`src/design/sam_pkg.sv`:
```
/*
 * SAM ASIC glue package
 * Port addresses, decoded port and MIDI state enums, timer and audio constants
 */

package sam_pkg;

	// ========================================
	// I/O port addresses (low address byte)
	// ========================================
	localparam logic [7:0] ADDR_EXT_C = 8'd128;
	localparam logic [7:0] ADDR_EXT_D = 8'd129;
	localparam logic [7:0] ADDR_LPTD  = 8'd232;
	localparam logic [7:0] ADDR_LPTS  = 8'd233;
	localparam logic [7:0] ADDR_STAT  = 8'd249;
	localparam logic [7:0] ADDR_LMPR  = 8'd250;
	localparam logic [7:0] ADDR_HMPR  = 8'd251;
	localparam logic [7:0] ADDR_MIDI  = 8'd253;
	localparam logic [7:0] ADDR_BRDR  = 8'd254;

	// Decoded port, one value per register block
	typedef enum logic [3:0] {
		PORT_NONE,
		PORT_EXT_C,
		PORT_EXT_D,
		PORT_LPTD,
		PORT_LPTS,
		PORT_STAT,
		PORT_LMPR,
		PORT_HMPR,
		PORT_MIDI,
		PORT_BRDR
	} port_e;

	// ========================================
	// MIDI transmit timer
	// ========================================
	typedef enum logic {
		MIDI_IDLE,
		MIDI_SEND
	} midi_state_e;

	// clk_sys cycles per 1 us tick
	localparam int TICK_DIV        = 96;
	// One byte on the wire, start to stop bit
	localparam int MIDI_BYTE_TICKS = 320;
	localparam int MIDI_INT_AT     = 15;

	// Memory and audio widths
	localparam int PAGE_W  = 9;
	localparam int AUDIO_W = 16;

endpackage

```
`src/design/sam_port_ctrl.sv`:
```
/*
 * SAM ASIC port decoder
 * Edge-detects I/O writes, decodes the port and muxes port read data
 */

`timescale 1ns/1ps

module sam_port_ctrl (
	input  logic           clk_sys,
	input  logic           reset,
	input  logic [7:0]     addr,
	input  logic [7:0]     din,
	input  logic           iorq,
	input  logic           rd,
	input  logic           wr,
	input  logic           m1,
	input  logic [7:0]     lmpr,
	input  logic [7:0]     hmpr,
	input  logic           int_midi,
	output logic           io_wr_stb,
	output sam_pkg::port_e port_id,
	output logic [7:0]     wr_data,
	output logic [7:0]     io_dout
);

	sam_pkg::port_e port_dec;
	logic           wr_lvl;
	logic           wr_lvl_q;
	logic           rd_lvl;
	logic [7:0]     rd_mux;

	assign wr_lvl = iorq & wr & m1 & ~rd;
	assign rd_lvl = iorq & rd & m1;

	// ========================================
	// Address decode
	// ========================================
	always_comb begin
		case (addr)
			sam_pkg::ADDR_EXT_C: port_dec = sam_pkg::PORT_EXT_C;
			sam_pkg::ADDR_EXT_D: port_dec = sam_pkg::PORT_EXT_D;
			sam_pkg::ADDR_LPTD:  port_dec = sam_pkg::PORT_LPTD;
			sam_pkg::ADDR_LPTS:  port_dec = sam_pkg::PORT_LPTS;
			sam_pkg::ADDR_STAT:  port_dec = sam_pkg::PORT_STAT;
			sam_pkg::ADDR_LMPR:  port_dec = sam_pkg::PORT_LMPR;
			sam_pkg::ADDR_HMPR:  port_dec = sam_pkg::PORT_HMPR;
			sam_pkg::ADDR_MIDI:  port_dec = sam_pkg::PORT_MIDI;
			sam_pkg::ADDR_BRDR:  port_dec = sam_pkg::PORT_BRDR;
			default:             port_dec = sam_pkg::PORT_NONE;
		endcase
	end

	// ========================================
	// Write strobe, one cycle per bus write
	// ========================================
	always_ff @(posedge clk_sys) begin
		if (reset) begin
			wr_lvl_q  <= 1'b0;
			io_wr_stb <= 1'b0;
			port_id   <= sam_pkg::PORT_NONE;
		end else begin
			wr_lvl_q  <= wr_lvl;
			io_wr_stb <= wr_lvl & ~wr_lvl_q;
			port_id   <= port_dec;
		end
	end

	// Write data travels with the strobe
	always_ff @(posedge clk_sys) begin
		wr_data <= din;
	end

	// ========================================
	// Read-back mux
	// ========================================
	always_comb begin
		case (port_dec)
			// Frame and line interrupts are not modeled and read inactive
			sam_pkg::PORT_STAT: rd_mux = {3'b111, ~int_midi, 4'b1111};
			sam_pkg::PORT_LPTD: rd_mux = 8'h00;
			sam_pkg::PORT_LPTS: rd_mux = 8'h00;
			sam_pkg::PORT_LMPR: rd_mux = lmpr;
			sam_pkg::PORT_HMPR: rd_mux = hmpr;
			default:            rd_mux = 8'hFF;
		endcase
	end

	assign io_dout = rd_lvl ? rd_mux : 8'hFF;

endmodule

```
`src/design/sam_mem_map.sv`:
```
/*
 * SAM ASIC memory pager
 * LMPR, HMPR and external RAM bank registers, plus the CPU address to
 * RAM page, ROM select and RAM strobe mapping
 */

`timescale 1ns/1ps

module sam_mem_map (
	input  logic                       clk_sys,
	input  logic                       reset,
	input  logic                       io_wr_stb,
	input  sam_pkg::port_e             port_id,
	input  logic [7:0]                 wr_data,
	input  logic [15:14]               addr,
	input  logic                       mreq,
	input  logic                       rd,
	input  logic                       wr,
	input  logic                       ext_ram_off,
	output logic [7:0]                 lmpr,
	output logic [7:0]                 hmpr,
	output logic [sam_pkg::PAGE_W-1:0] ram_page,
	output logic [1:0]                 rom_sel,
	output logic                       ram_rd,
	output logic                       ram_we
);

	logic [7:0] ext_c;
	logic [7:0] ext_d;
	logic       ext_dis;
	logic       ext_ram;
	logic       ram_wp;
	logic       ram_ena;
	logic [4:0] page_base;

	// ========================================
	// Paging registers
	// ========================================
	always_ff @(posedge clk_sys) begin
		if (reset) begin
			lmpr    <= 8'h00;
			hmpr    <= 8'h00;
			ext_dis <= ext_ram_off;
		end else if (io_wr_stb) begin
			if (port_id == sam_pkg::PORT_LMPR)
				lmpr <= wr_data;
			if (port_id == sam_pkg::PORT_HMPR)
				hmpr <= wr_data;
		end
	end

	// External RAM banks keep their contents through reset
	always_ff @(posedge clk_sys) begin
		if (io_wr_stb && port_id == sam_pkg::PORT_EXT_C)
			ext_c <= wr_data;
		if (io_wr_stb && port_id == sam_pkg::PORT_EXT_D)
			ext_d <= wr_data;
	end

	// ========================================
	// Address mapping
	// ========================================
	assign rom_sel[0] = ~lmpr[5] & (addr == 2'd0);
	assign rom_sel[1] =  lmpr[6] & (addr == 2'd3);
	assign ram_wp     =  lmpr[7] & (addr == 2'd0);
	assign ext_ram    =  hmpr[7] & addr[15];
	assign ram_ena    = ~(ext_ram & ext_dis);

	// Sections A/B come from LMPR, C/D from HMPR
	assign page_base = addr[15] ? hmpr[4:0] : lmpr[4:0];

	always_comb begin
		if (ext_ram)
			ram_page = {1'b1, (addr[14] ? ext_d : ext_c)};
		else
			ram_page = sam_pkg::PAGE_W'(page_base) + sam_pkg::PAGE_W'(addr[14]);
	end

	assign ram_rd = mreq & rd & ~|rom_sel;
	assign ram_we = mreq & wr & ~|rom_sel & ~ram_wp & ram_ena;

endmodule

```
`src/design/sam_midi_tx.sv`:
```
/*
 * SAM ASIC MIDI output timer
 * Times one transmitted byte on a 1 us tick and raises the MIDI interrupt
 */

`timescale 1ns/1ps

module sam_midi_tx (
	input  logic           clk_sys,
	input  logic           reset,
	input  logic           io_wr_stb,
	input  sam_pkg::port_e port_id,
	output logic           midi_tx,
	output logic           int_midi
);

	logic [$clog2(sam_pkg::TICK_DIV)-1:0]        div_cnt;
	logic                                        tick;
	sam_pkg::midi_state_e                        state;
	logic [$clog2(sam_pkg::MIDI_BYTE_TICKS)-1:0] tx_cnt;
	logic                                        pending;

	// ========================================
	// 1 us tick from clk_sys
	// ========================================
	assign tick = (div_cnt == ($clog2(sam_pkg::TICK_DIV))'(sam_pkg::TICK_DIV - 1));

	always_ff @(posedge clk_sys) begin
		if (reset || tick)
			div_cnt <= '0;
		else
			div_cnt <= div_cnt + 1'b1;
	end

	// ========================================
	// Byte timer
	// ========================================
	always_ff @(posedge clk_sys) begin
		if (reset) begin
			state    <= sam_pkg::MIDI_IDLE;
			tx_cnt   <= '0;
			pending  <= 1'b0;
			midi_tx  <= 1'b0;
			int_midi <= 1'b0;
		end else begin
			if (tick) begin
				case (state)
					sam_pkg::MIDI_IDLE: begin
						if (pending) begin
							state   <= sam_pkg::MIDI_SEND;
							midi_tx <= 1'b1;
							tx_cnt  <= ($bits(tx_cnt))'(sam_pkg::MIDI_BYTE_TICKS - 1);
							pending <= 1'b0;
						end
					end
					sam_pkg::MIDI_SEND: begin
						if (tx_cnt == '0) begin
							state    <= sam_pkg::MIDI_IDLE;
							midi_tx  <= 1'b0;
							int_midi <= 1'b0;
						end else begin
							tx_cnt <= tx_cnt - 1'b1;
							// Interrupt near the end of the byte
							if (tx_cnt == ($bits(tx_cnt))'(sam_pkg::MIDI_INT_AT))
								int_midi <= 1'b1;
						end
					end
					default: state <= sam_pkg::MIDI_IDLE;
				endcase
			end
			// A new write wins over the start that clears the slot
			if (io_wr_stb && port_id == sam_pkg::PORT_MIDI)
				pending <= 1'b1;
		end
	end

endmodule

```
`src/design/sam_voice_dac.sv`:
```
/*
 * SAM ASIC voice DAC and beeper mix
 * Parallel port data latch, strobed left/right voice latches and the
 * border beeper, mixed into unsigned stereo
 */

`timescale 1ns/1ps

module sam_voice_dac (
	input  logic                        clk_sys,
	input  logic                        reset,
	input  logic                        io_wr_stb,
	input  sam_pkg::port_e              port_id,
	input  logic [7:0]                  wr_data,
	output logic [sam_pkg::AUDIO_W-1:0] audio_l,
	output logic [sam_pkg::AUDIO_W-1:0] audio_r
);

	logic                          beep;
	logic [7:0]                    lpt_data;
	logic                          old_stb;
	logic [7:0]                    vox_l;
	logic [7:0]                    vox_r;
	logic [sam_pkg::AUDIO_W+2:0]   mix_l;
	logic [sam_pkg::AUDIO_W+2:0]   mix_r;
	logic [sam_pkg::AUDIO_W+2:0]   beep_lvl;

	always_ff @(posedge clk_sys) begin
		if (reset) begin
			beep     <= 1'b0;
			lpt_data <= 8'h00;
			old_stb  <= 1'b0;
			vox_l    <= 8'h00;
			vox_r    <= 8'h00;
		end else if (io_wr_stb) begin
			// Only the beeper bit of the border port reaches the audio
			if (port_id == sam_pkg::PORT_BRDR)
				beep <= wr_data[4];
			if (port_id == sam_pkg::PORT_LPTD)
				lpt_data <= wr_data;
			if (port_id == sam_pkg::PORT_LPTS) begin
				// Strobe rise loads left, fall loads right
				if (~old_stb & wr_data[0])
					vox_l <= lpt_data;
				if (old_stb & ~wr_data[0])
					vox_r <= lpt_data;
				old_stb <= wr_data[0];
			end
		end
	end

	// ========================================
	// Stereo mix
	// ========================================
	assign beep_lvl = ($bits(beep_lvl))'(beep) << 15;
	assign mix_l    = beep_lvl + ($bits(mix_l))'({vox_l, vox_l, 2'b00});
	assign mix_r    = beep_lvl + ($bits(mix_r))'({vox_r, vox_r, 2'b00});

	assign audio_l = mix_l[sam_pkg::AUDIO_W+2:3];
	assign audio_r = mix_r[sam_pkg::AUDIO_W+2:3];

endmodule

```
`src/design/sam_asic_top.sv`:
```
/*
 * SAM ASIC glue top level
 * Port decoder feeding the memory pager, MIDI timer and voice DAC
 */

`timescale 1ns/1ps

module sam_asic_top (
	input  logic                        clk_sys,
	input  logic                        reset,
	input  logic [15:0]                 addr,
	input  logic [7:0]                  din,
	input  logic                        mreq,
	input  logic                        iorq,
	input  logic                        rd,
	input  logic                        wr,
	input  logic                        m1,
	input  logic                        ext_ram_off,
	output logic [7:0]                  io_dout,
	output logic [sam_pkg::PAGE_W-1:0]  ram_page,
	output logic [1:0]                  rom_sel,
	output logic                        ram_rd,
	output logic                        ram_we,
	output logic                        midi_tx,
	output logic                        int_midi,
	output logic [sam_pkg::AUDIO_W-1:0] audio_l,
	output logic [sam_pkg::AUDIO_W-1:0] audio_r
);

	logic           io_wr_stb;
	sam_pkg::port_e port_id;
	logic [7:0]     wr_data;
	logic [7:0]     lmpr;
	logic [7:0]     hmpr;

	sam_port_ctrl u_port_ctrl (
		.clk_sys   (clk_sys),
		.reset     (reset),
		.addr      (addr[7:0]),
		.din       (din),
		.iorq      (iorq),
		.rd        (rd),
		.wr        (wr),
		.m1        (m1),
		.lmpr      (lmpr),
		.hmpr      (hmpr),
		.int_midi  (int_midi),
		.io_wr_stb (io_wr_stb),
		.port_id   (port_id),
		.wr_data   (wr_data),
		.io_dout   (io_dout)
	);

	sam_mem_map u_mem_map (
		.clk_sys     (clk_sys),
		.reset       (reset),
		.io_wr_stb   (io_wr_stb),
		.port_id     (port_id),
		.wr_data     (wr_data),
		.addr        (addr[15:14]),
		.mreq        (mreq),
		.rd          (rd),
		.wr          (wr),
		.ext_ram_off (ext_ram_off),
		.lmpr        (lmpr),
		.hmpr        (hmpr),
		.ram_page    (ram_page),
		.rom_sel     (rom_sel),
		.ram_rd      (ram_rd),
		.ram_we      (ram_we)
	);

	sam_midi_tx u_midi_tx (
		.clk_sys   (clk_sys),
		.reset     (reset),
		.io_wr_stb (io_wr_stb),
		.port_id   (port_id),
		.midi_tx   (midi_tx),
		.int_midi  (int_midi)
	);

	sam_voice_dac u_voice_dac (
		.clk_sys   (clk_sys),
		.reset     (reset),
		.io_wr_stb (io_wr_stb),
		.port_id   (port_id),
		.wr_data   (wr_data),
		.audio_l   (audio_l),
		.audio_r   (audio_r)
	);

endmodule

```
`config.mk`:
```
export PLATFORM = sky130hd
export DESIGN_NAME = sam_asic_top
export DESIGN_NICKNAME = d
export VERILOG_FILES = /design/src/design/sam_pkg.sv /design/src/design/sam_port_ctrl.sv /design/src/design/sam_mem_map.sv /design/src/design/sam_midi_tx.sv /design/src/design/sam_voice_dac.sv /design/src/design/sam_asic_top.sv
export SDC_FILE = /design/constraint.sdc
export NUM_CORES = 1
export LEC_CHECK = 0
export BUFFER_PORTS_ARGS = -buffer_cell sky130_fd_sc_hd__buf_2
export CORE_MARGIN = 2
export CORE_UTILIZATION = 55
export CTS_CLUSTER_DIAMETER = 200
export DETAILED_ROUTE_END_ITERATION = 16
export PLACE_DENSITY = 0.8
export SYNTH_ARGS = -nofsm -noshare
export SYNTH_HDL_FRONTEND = slang
export SYNTH_SLANG_ARGS = --single-unit
```
`constraint.sdc`:
```
create_clock -name clk_sys -period 2.3 [get_ports clk_sys]
set_input_delay 0 -clock clk_sys [delete_from_list [all_inputs] [get_ports clk_sys]]
set_output_delay 0 -clock clk_sys [all_outputs]
set_load 0.005 [all_outputs]
```
# [Word-level counts from Yosys, hierarchy flattened]
# Index checks and enable logic that the tools add are counted.
[word_totals] output_inout_bits=55 input_bits=32 register_bits=93
[classes] n_reduce_logical=22 add_sub_neg=5 n_eq_ne=29 mux=20 n_bitwise=28
[ops] op="$eq 8x8->1 const B" count=9
[ops] op="$add 16x18->19" count=2
[ops] op="$pmux 4 s9" count=1
[ops] op="$pmux 8 s4" count=1
[ops] op="$eq 4x3->1 const B" count=7
[ops] op="$mux 9" count=3
[ops] op="$and 1x1->1" count=19
[ops] op="$pmux 9 s2" count=1
[ops] op="$mux 8" count=2
[ops] op="$reduce_and 3->1" count=5
[ops] op="$eq 4x2->1 const B" count=3
[ops] op="$reduce_and 2->1" count=6
[ops] op="$eq 9x4->1 const B" count=1
[ops] op="$logic_not 9->1" count=1
[ops] op="$mux 1" count=9
[ops] op="$not 1->1" count=9
[ops] op="$sub 9x1->9 const B" count=1
[ops] op="$eq 4x4->1 const B" count=2
[ops] op="$add 7x1->7 const B" count=1
[ops] op="$eq 7x7->1 const B" count=1
[ops] op="$add 5x1->6" count=1
[ops] op="$ne 2x2->1 const B" count=3
[ops] op="$mux 5" count=1
[ops] op="$eq 4x1->1 const B" count=1
[ops] op="other kinds (9)" count=14

# [Depth between registers and ports, before layout]
# Gate-level depths: netlist of run 1.
[depth] word_depth=7 ltp_mapped=7

# [Modules after synthesis]
# A second synthesis of run 1 with hierarchy kept.
[unflattened] hier_cells=447 area_unflattened_um2=4494.3
[by_module_without_submodules] module="sam_mem_map" cells_each=150 n_inst=1 area_each_um2=1607.8 seq_area_each_um2=830.8
[by_module_without_submodules] module="sam_voice_dac" cells_each=117 n_inst=1 area_each_um2=1231.2 seq_area_each_um2=520.5
[by_module_without_submodules] module="sam_midi_tx" cells_each=115 n_inst=1 area_each_um2=1036.0 seq_area_each_um2=400.4
[by_module_without_submodules] module="sam_port_ctrl" cells_each=65 n_inst=1 area_each_um2=619.3 seq_area_each_um2=280.3

# [Worst setup path before layout of run 1]
# Ideal clock, no wire load.
[synth_path] path_type="flip-flop to flip-flop" start="reg u_port_ctrl.io_wr_stb" end="reg u_mem_map.ext_c[0] (enable)" path_slack_ns=0.403 path_buffers=0 setup_time_ns=0.385 arrival_ns=1.511 stages_incl_launch_ff=3 synth_period_minus_slack_ns=1.897 path_cell_list="dfxtp_1 or3b_2 nor3b_1"
[synth_between] elab_chain_len=1
[synth_lines] item="start: declaration" line_no="sam_port_ctrl.sv:20" text="output logic io_wr_stb,"
[synth_lines] item="start signal: assignment" line_no="sam_port_ctrl.sv:63" text="io_wr_stb <= wr_lvl & ~wr_lvl_q;"
[synth_lines] item="$logic_and 1x1->1" line_no="sam_mem_map.sv:54" text="if (io_wr_stb && port_id == sam_pkg::PORT_EXT_C)"
[synth_lines] item="end signal: assignment" line_no="sam_mem_map.sv:55" text="ext_c <= wr_data;"
[synth_lines] item="end: declaration" line_no="sam_mem_map.sv:28" text="logic [7:0] ext_c;"
# No other way between the ends.
# A chain may end at the register's enable or synchronous reset.

# [Worst setup path after layout of run 1]
[layout_path] start="in addr[2]" end="out io_dout[6]"
[layout_between] elab_chain_len=6 word_cells_on_any_way=18 classes_between="eq/ne (14); mux (3); reduce/logical (1)"
[layout_lines] item="start: declaration" line_no="sam_asic_top.sv:11" text="input logic [15:0] addr,"
[layout_lines] item="$eq 8x8->1" line_no="sam_port_ctrl.sv:39" text="case (addr)"
[layout_lines] item="$pmux 4 s9 *" line_no="sam_port_ctrl.sv:39"
[layout_lines] item="$eq 4x2->1 or $eq 4x3->1 (tied branches)" line_no="sam_port_ctrl.sv:77" text="case (port_dec)"
[layout_lines] item="$reduce_or 2->1 (no source line)"
[layout_lines] item="$pmux 8 s4 *" line_no="sam_port_ctrl.sv:77"
[layout_lines] item="$mux 8 *" line_no="sam_port_ctrl.sv:88" text="assign io_dout = rd_lvl ? rd_mux : 8'hFF;"
[layout_lines] item="end: declaration" line_no="sam_asic_top.sv:19" text="output logic [7:0] io_dout,"
# Every way passes the cells marked *; elsewhere a longest branch is shown, timed or not.

==> out/results.tsv, run 1 <==
metric	value	unit
Post-CTS Setup Bufs	0	
pwr dens	590	nW/um^2
Final Hold Viols	0	
Seq cells post-synth	93	
Post-CTS Resized	0	
die width	91.8	um
clk sinks	93	
Initial Util	55.7	%
Period minus WS final	2.18	ns
Yosys warning count	0	
Crit. End Element	output port	
final WL	9.69	mm
post-synthesis mux area share	10.7	%
Total Power	2940	uW
drt wl/cell	15.3	um
fraction of layout cells with a size suffix above 1	21.2	%
Post-Place Worst Slack	0.270	ns
core outline area	7610	sq um
most common cell in the netlist	dfxtp_1	
simple logic cell fraction of the synthesized area	19.1	%
clock root buffer	clkbuf_8	
post-synthesis cell type count	53	
DRT Pass-1 Iters	5	
Fill cells	614	
Total Routing Usage GR	23.2	%
Post-synth EDFFs	17	
global-route wire length before repair	15.8	mm
Ant. Diodes	0	
CP startpoint	addr[2]	
fraction of registers with async set/reset	0	%
Syn Nets	490	
Required @ worst endpoint	2.30	ns
vias	3565	
clk buf depth	2	
io pins	87	
reg-to-reg critical path startpoint	u_midi_tx.div_cnt[0]	
cell taking the most area after synthesis	dfxtp_1	
total gr overflow	0	
skew final	0.0170	ns
floorplan row count	32	
Hold Path Origin	addr[3]	
Clk Latency, worst-skew pair	0.37	ns
synth top area cells	dfxtp_1 36%, edfxtp_1 12%, mux2i_1 9.9%	
post-synth top area share	35.9	%
Max Freq	0.458	GHz
Worst EP arrival	2.18	ns
final setup vio count	0	
Inst Count DP	603	
final setup margin	0.118	ns
fin crit share	94.9	%
H-Tree Depth	3	
P_leak	0.00211	uW
Port Buffer Count	80	
commonest cells in the netlist	76 x dfxtp_1, 58 x nor2_1, 42 x mux2i_1	
# DRC	0	
cts bufs inserted	9	
CTS tree	done	
Max IR drop VDD	0.568	mV
adder-cell share of the synthesized area	2.95	%
clk slew on worst S/H paths	0.10	ns
post-synthesis xor/xnor area fraction	2.07	%
initial antenna violation count	0	
post-synthesis sequential area ratio	47.9	%
Sum Neg Setup Slack	0	ns
CTS Hold Bufs	15	
Slew HR	37.2	%
Final nets	569	
RSZ-0062 raised after global routing	no	
vias per inst	5.62	
Final Max Tran Viols	0	
RePlAce Congestion	0.885	
Routed Antenna Nets	0	
max-cap viol count	0	
synthesized area	4240	sq um
Worst setup SP type	primary input	
Syn Area/Cell	9.46	sq um
largest net degree at the start of global routing	27	
Final HPWL DP	6.77	mm
Finished Layout Cells	634	
Final Cell Area	4990	sq um
outcome	complete, no violations	
worst hold path class	in2reg	
Worst Tran Pin Value	0.941	ns
Synth Instances	448	
Die Ht	91.8	um
Area Growth Syn to Fin	17.7	%
vias in the first global route	3379	
CP Class	in2out	
compound-cell area share of the yosys netlist	12.3	%
die area	8430	sq um
CP Max Fanout	15	
top_reg_cell synth	dfxtp_1	
largest family of logic cells by synthesized area	simple AND/OR/NAND/NOR gates	
initial DRC count	228	
DP Area	4630	sq um
## cell type report
cell class / count / area (sq um) / share of cell area, %
clock buffers: 9 / 124 / 2.48
clock inverters: 7 / 81.3 / 1.63
inverters: 12 / 45.0 / 0.903
multi-input cells: 312 / 2000 / 40.1
flip-flops and latches: 93 / 2030 / 40.7
well taps: 102 / 128 / 2.56
repair buffers: 99 / 581 / 11.6
## critical path: stages
cell and delay [ns]:
dlygate4sd3_1 0.52, buf_2 0.25, nor3_1 0.14, a221oi_1 0.81, o221ai_1 0.28, buf_2 0.19
## power breakdown
part           switching (uW)  internal (uW)  total [uW]  leakage, uW
Combinational            89.0           68.5         157      0.00124
Clock                     648            438        1090     0.000104
Sequential               25.4           1670        1700     0.000770
Total                     762           2180        2940      0.00211
## registers in the layout, indices dropped and copies added, names as in the netlist, 4 cells and up
register              count
u_midi_tx.tx_cnt          9
u_mem_map.ext_c           8
u_mem_map.ext_d           8
u_mem_map.hmpr            8
u_mem_map.lmpr            8
u_port_ctrl.wr_data       8
u_voice_dac.lpt_data      8
u_voice_dac.vox_l         8
u_voice_dac.vox_r         8
u_midi_tx.div_cnt         7
u_port_ctrl.port_id       4
## through the flow
step                util, %  hold slack (ns)
floorplan                 -           0.0277
global placement       60.9            0.103
detailed placement     60.9            0.104
CTS                    65.6          0.00852
global route           65.6           0.0404
finish                 65.6           0.0190
## path summary, 6_finish.rpt
kind | to | slack [ns] | cells past startpoint
setup / recovery | io_dout[6] | 0.12 | 6
hold / removal | u_port_ctrl.port_id[2] | 0.02 | 3
setup reg to reg | u_midi_tx.tx_cnt[5] | 0.18 | 5
hold reg to reg | u_port_ctrl.io_wr_stb | 0.40 | 1
## per-layer routing
| layer | global-route usage [%] | routed length [um] | up-vias |
|---|---|---|---|
| met5 | 0 | 0 | - |
| met4 | 9.70 | 138 | 0 |
| met3 | 2.96 | 508 | 12 |
| met2 | 37.9 | 4670 | 119 |
| met1 | 31.2 | 4370 | 1680 |
| li1 | - | - | 1754 |
## cell usage in the layout (no fill, tap or decap), drive strengths merged, types with 6 or more instances in the layout
cell,n
nor3,9
nand2b,7
a31oi,7
o221ai,8
dfxtp,76
mux2i,42
nor2,59
edfxtp,17
nand2,31
dlygate4sd3,15
inv,16
a21oi,32
o21ai,26
buf,84
nand3,7
or4,6
ha,10
clkbuf,9
## logic make-up (layout without fill, tap and decap cells)
logic type | Yosys count | in the layout
and+or+nand+nor | 159 | 159
DFF | 93 | 93
AOI/OAI and AO/OA | 88 | 88
muxes | 45 | 45
buffers and inverters | 43 | 127
adders and majority gates | 10 | 10
xor gates and xnor gates | 10 | 10
No activity file was read; power rests on OpenSTA's default activity.
==> run 2, diff against run 1 <==
- ABC_CLOCK_PERIOD_IN_PS: not set -> 2300
- CTS_BUF_LIST: not set -> sky130_fd_sc_hd__clkbuf_16
==> run 2 against run 1 <==
Against the previous run: clock power increased by 36%; non-clock buffer count shrank 1; critical path type is now reg2reg; die area stayed put; routed wire length up 3.8%; sequential cell count unchanged; register-to-register slack improved by 0.02 ns.
==> out/results.tsv, run 2 (synthesized netlist as in run 1, its figures left out) <==
metric	value	unit	change
CP cell instances	ha_1 -> nand4_2 -> or4_4 -> or4_1 -> a31oi_1		
Slew HR	38.1	%	+0.89 points
met3 GRT Util	3.45	%	+0.49 points
Fill cells	593		-3.4%
Period minus WS final	2.10	ns	-0.0835 ns
most frequent cells in the layout	80 x buf_2, 76 x dfxtp_1, 58 x nor2_1, 42 x mux2i_1, 32 x a21oi_1		
CP Max Fanout	4		-11
Max Freq	0.476	GHz	+4.0%
Ant. Diodes	0		unchanged
RePlAce Congestion	0.885		unchanged
drt wl/cell	15.9	um	+4.0%
CP Class	reg2reg		
Layout Utilization	66.8	%	+1.2 points
max reg flops	9		unchanged
clock root buffer	clkbuf_16		
Total Routing Usage GR	24.3	%	+1.1 points
Final HPWL DP	6.77	mm	unchanged
reg-to-reg critical path startpoint	u_midi_tx.div_cnt[0]		
crit-path leading delay family	simple AND/OR/NAND/NOR gates		
vias	3577		+0.34%
clk slew on worst S/H paths	0.07	ns	-0.03 ns
H-Tree Depth	3		unchanged
Area Growth Syn to Fin	19.8	%	
Worst setup SP type	flop		
vias in the first global route	3394		+0.44%
worst hold path class	in2reg		
outcome	complete, no violations		
total gr overflow	0		unchanged
GR peak layer	met2		
most common cell after layout, fill and taps aside	buf_2		
Initial Util	55.7	%	unchanged
clk buf depth	2		unchanged
DRT Pass-1 Iters	6		+1
Sum Neg Setup Slack	0	ns	unchanged
fraction of layout cells with a size suffix above 1	21.3	%	+0.040 points
CP startpoint	u_midi_tx.div_cnt[0]		
Crit. End Element	flop		
max-cap viol count	0		unchanged
Worst path slowest cell	or4_4		
final WL	10.1	mm	+3.8%
RR Endpoint	u_midi_tx.tx_cnt[5]		
vias per inst	5.65		+0.50%
Die Ht	91.8	um	unchanged
Post-CTS Setup Bufs	0		unchanged
Final nets	568		-0.18%
initial DRC count	242		+6.1%
Routed Antenna Nets	0		unchanged
Port Buffer Count	80		unchanged
die width	91.8	um	unchanged
Total Power	3330	uW	+13%
largest net degree at the start of global routing	27		unchanged
die area	8430	sq um	unchanged
Final Max Tran Viols	0		unchanged
r2r setup slk	0.20	ns	+0.02 ns
Reg with most FFs	u_midi_tx.tx_cnt		
grt met2 use	40.3	%	+2.5 points
CTS tree	done		
# DRC	0		unchanged
Worst EP arrival	2.35	ns	+0.17 ns
cts bufs inserted	9		unchanged
P_leak	0.00215	uW	+2.0%
Final Hold Viols	0		unchanged
io pins	87		unchanged
pwr dens	655	nW/um^2	+11%
clk sinks	93		unchanged
initial antenna violation count	0		unchanged
CP max stage delay	0.59	ns	-0.22 ns
skew final	0.0102	ns	-0.00684 ns
CP endpoint	u_midi_tx.tx_cnt[5]		
M1 GR Usage	32.5	%	+1.3 points
final setup vio count	0		unchanged
Clk Latency, worst-skew pair	0.34	ns	-0.03 ns
Max IR drop VDD	0.465	mV	-18%
FF-to-FF path depth	5		unchanged
global-route wire length before repair	16.4	mm	+3.7%
core outline area	7610	sq um	unchanged
fin crit share	91.3	%	-3.6 points
number of buffers and inverters on the critical path	0		-3
Worst Tran Pin Value	0.928	ns	-0.0134 ns
floorplan row count	32		unchanged
RSZ-0062 raised after global routing	no		
Required @ worst endpoint	2.56	ns	+0.26 ns
WP depth	5		-1
==> run 2: layer usage <==
layer,vias to the layer above,part of all wire [%]
li1,1752,-
met1,1679,45
met2,131,48
met3,15,5.1
met4,0,1.6
met5,-,0
==> run 2: how the worst min path moves through the flow <==
| stage | slack (ns) | to | startpoint | cells after the start |
|---|---|---|---|---|
| after floorplan | 0.03 | u_port_ctrl.wr_data[0] | din[0] | 0 |
| after global placement | 0.10 | u_port_ctrl.wr_data[1] | din[1] | 1 |
| after detailed placement | 0.10 | u_port_ctrl.wr_data[0] | din[0] | 1 |
| after CTS | 0.02 | u_port_ctrl.port_id[3] | addr[2] | 3 |
| after global routing | 0.04 | u_port_ctrl.port_id[3] | addr[2] | 3 |
| final | 0.02 | u_port_ctrl.port_id[3] | addr[2] | 3 |
==> run 2: worst reg2reg max path, stage by stage (launching register included) <==
cell and delay [ns]:
dfxtp_1 0.35, ha_1 0.25, nand4_2 0.17, or4_4 0.59, or4_1 0.43, a31oi_1 0.22
==> run 2: cell type report <==
type | instances | area, sq um | area share, %
repair buffers | 98 | 571 | 11.2
multi-input cells | 312 | 2000 | 39.3
inverters | 12 | 45.0 | 0.886
flip-flops and latches | 93 | 2030 | 40.0
well taps | 102 | 128 | 2.51
clock inverters | 7 | 81.3 | 1.60
clock buffers | 9 | 225 | 4.43
==> run 2: per-stage QoR <==
step | instance area, sq um | setup WS [ns] | hold WS, ns | instances
after floorplan | 4240 | 0.403 | 0.0277 | 448
after global routing | 5080 | 0.138 | 0.0365 | 633
after detailed placement | 4630 | 0.270 | 0.104 | 603
after global placement | 4630 | 0.403 | 0.103 | 603
final | 5080 | 0.201 | 0.0222 | 633
after CTS | 5080 | 0.201 | 0.0203 | 633
==> run 2: power breakdown <==
group	internal, uW	leakage [uW]	total [uW]	switching (uW)
registers	1670	0.000770	1700	24.8
clock network	778	0.000150	1480	698
logic	67.1	0.00123	156	88.6
total	2520	0.00215	3330	812
==> run 2: what timing repair did <==
item | in CTS | in global routing
gates resized for setup | 0 | 0
endpoints found under the hold margin | 12 | 0
hold buffers | 14 | 0
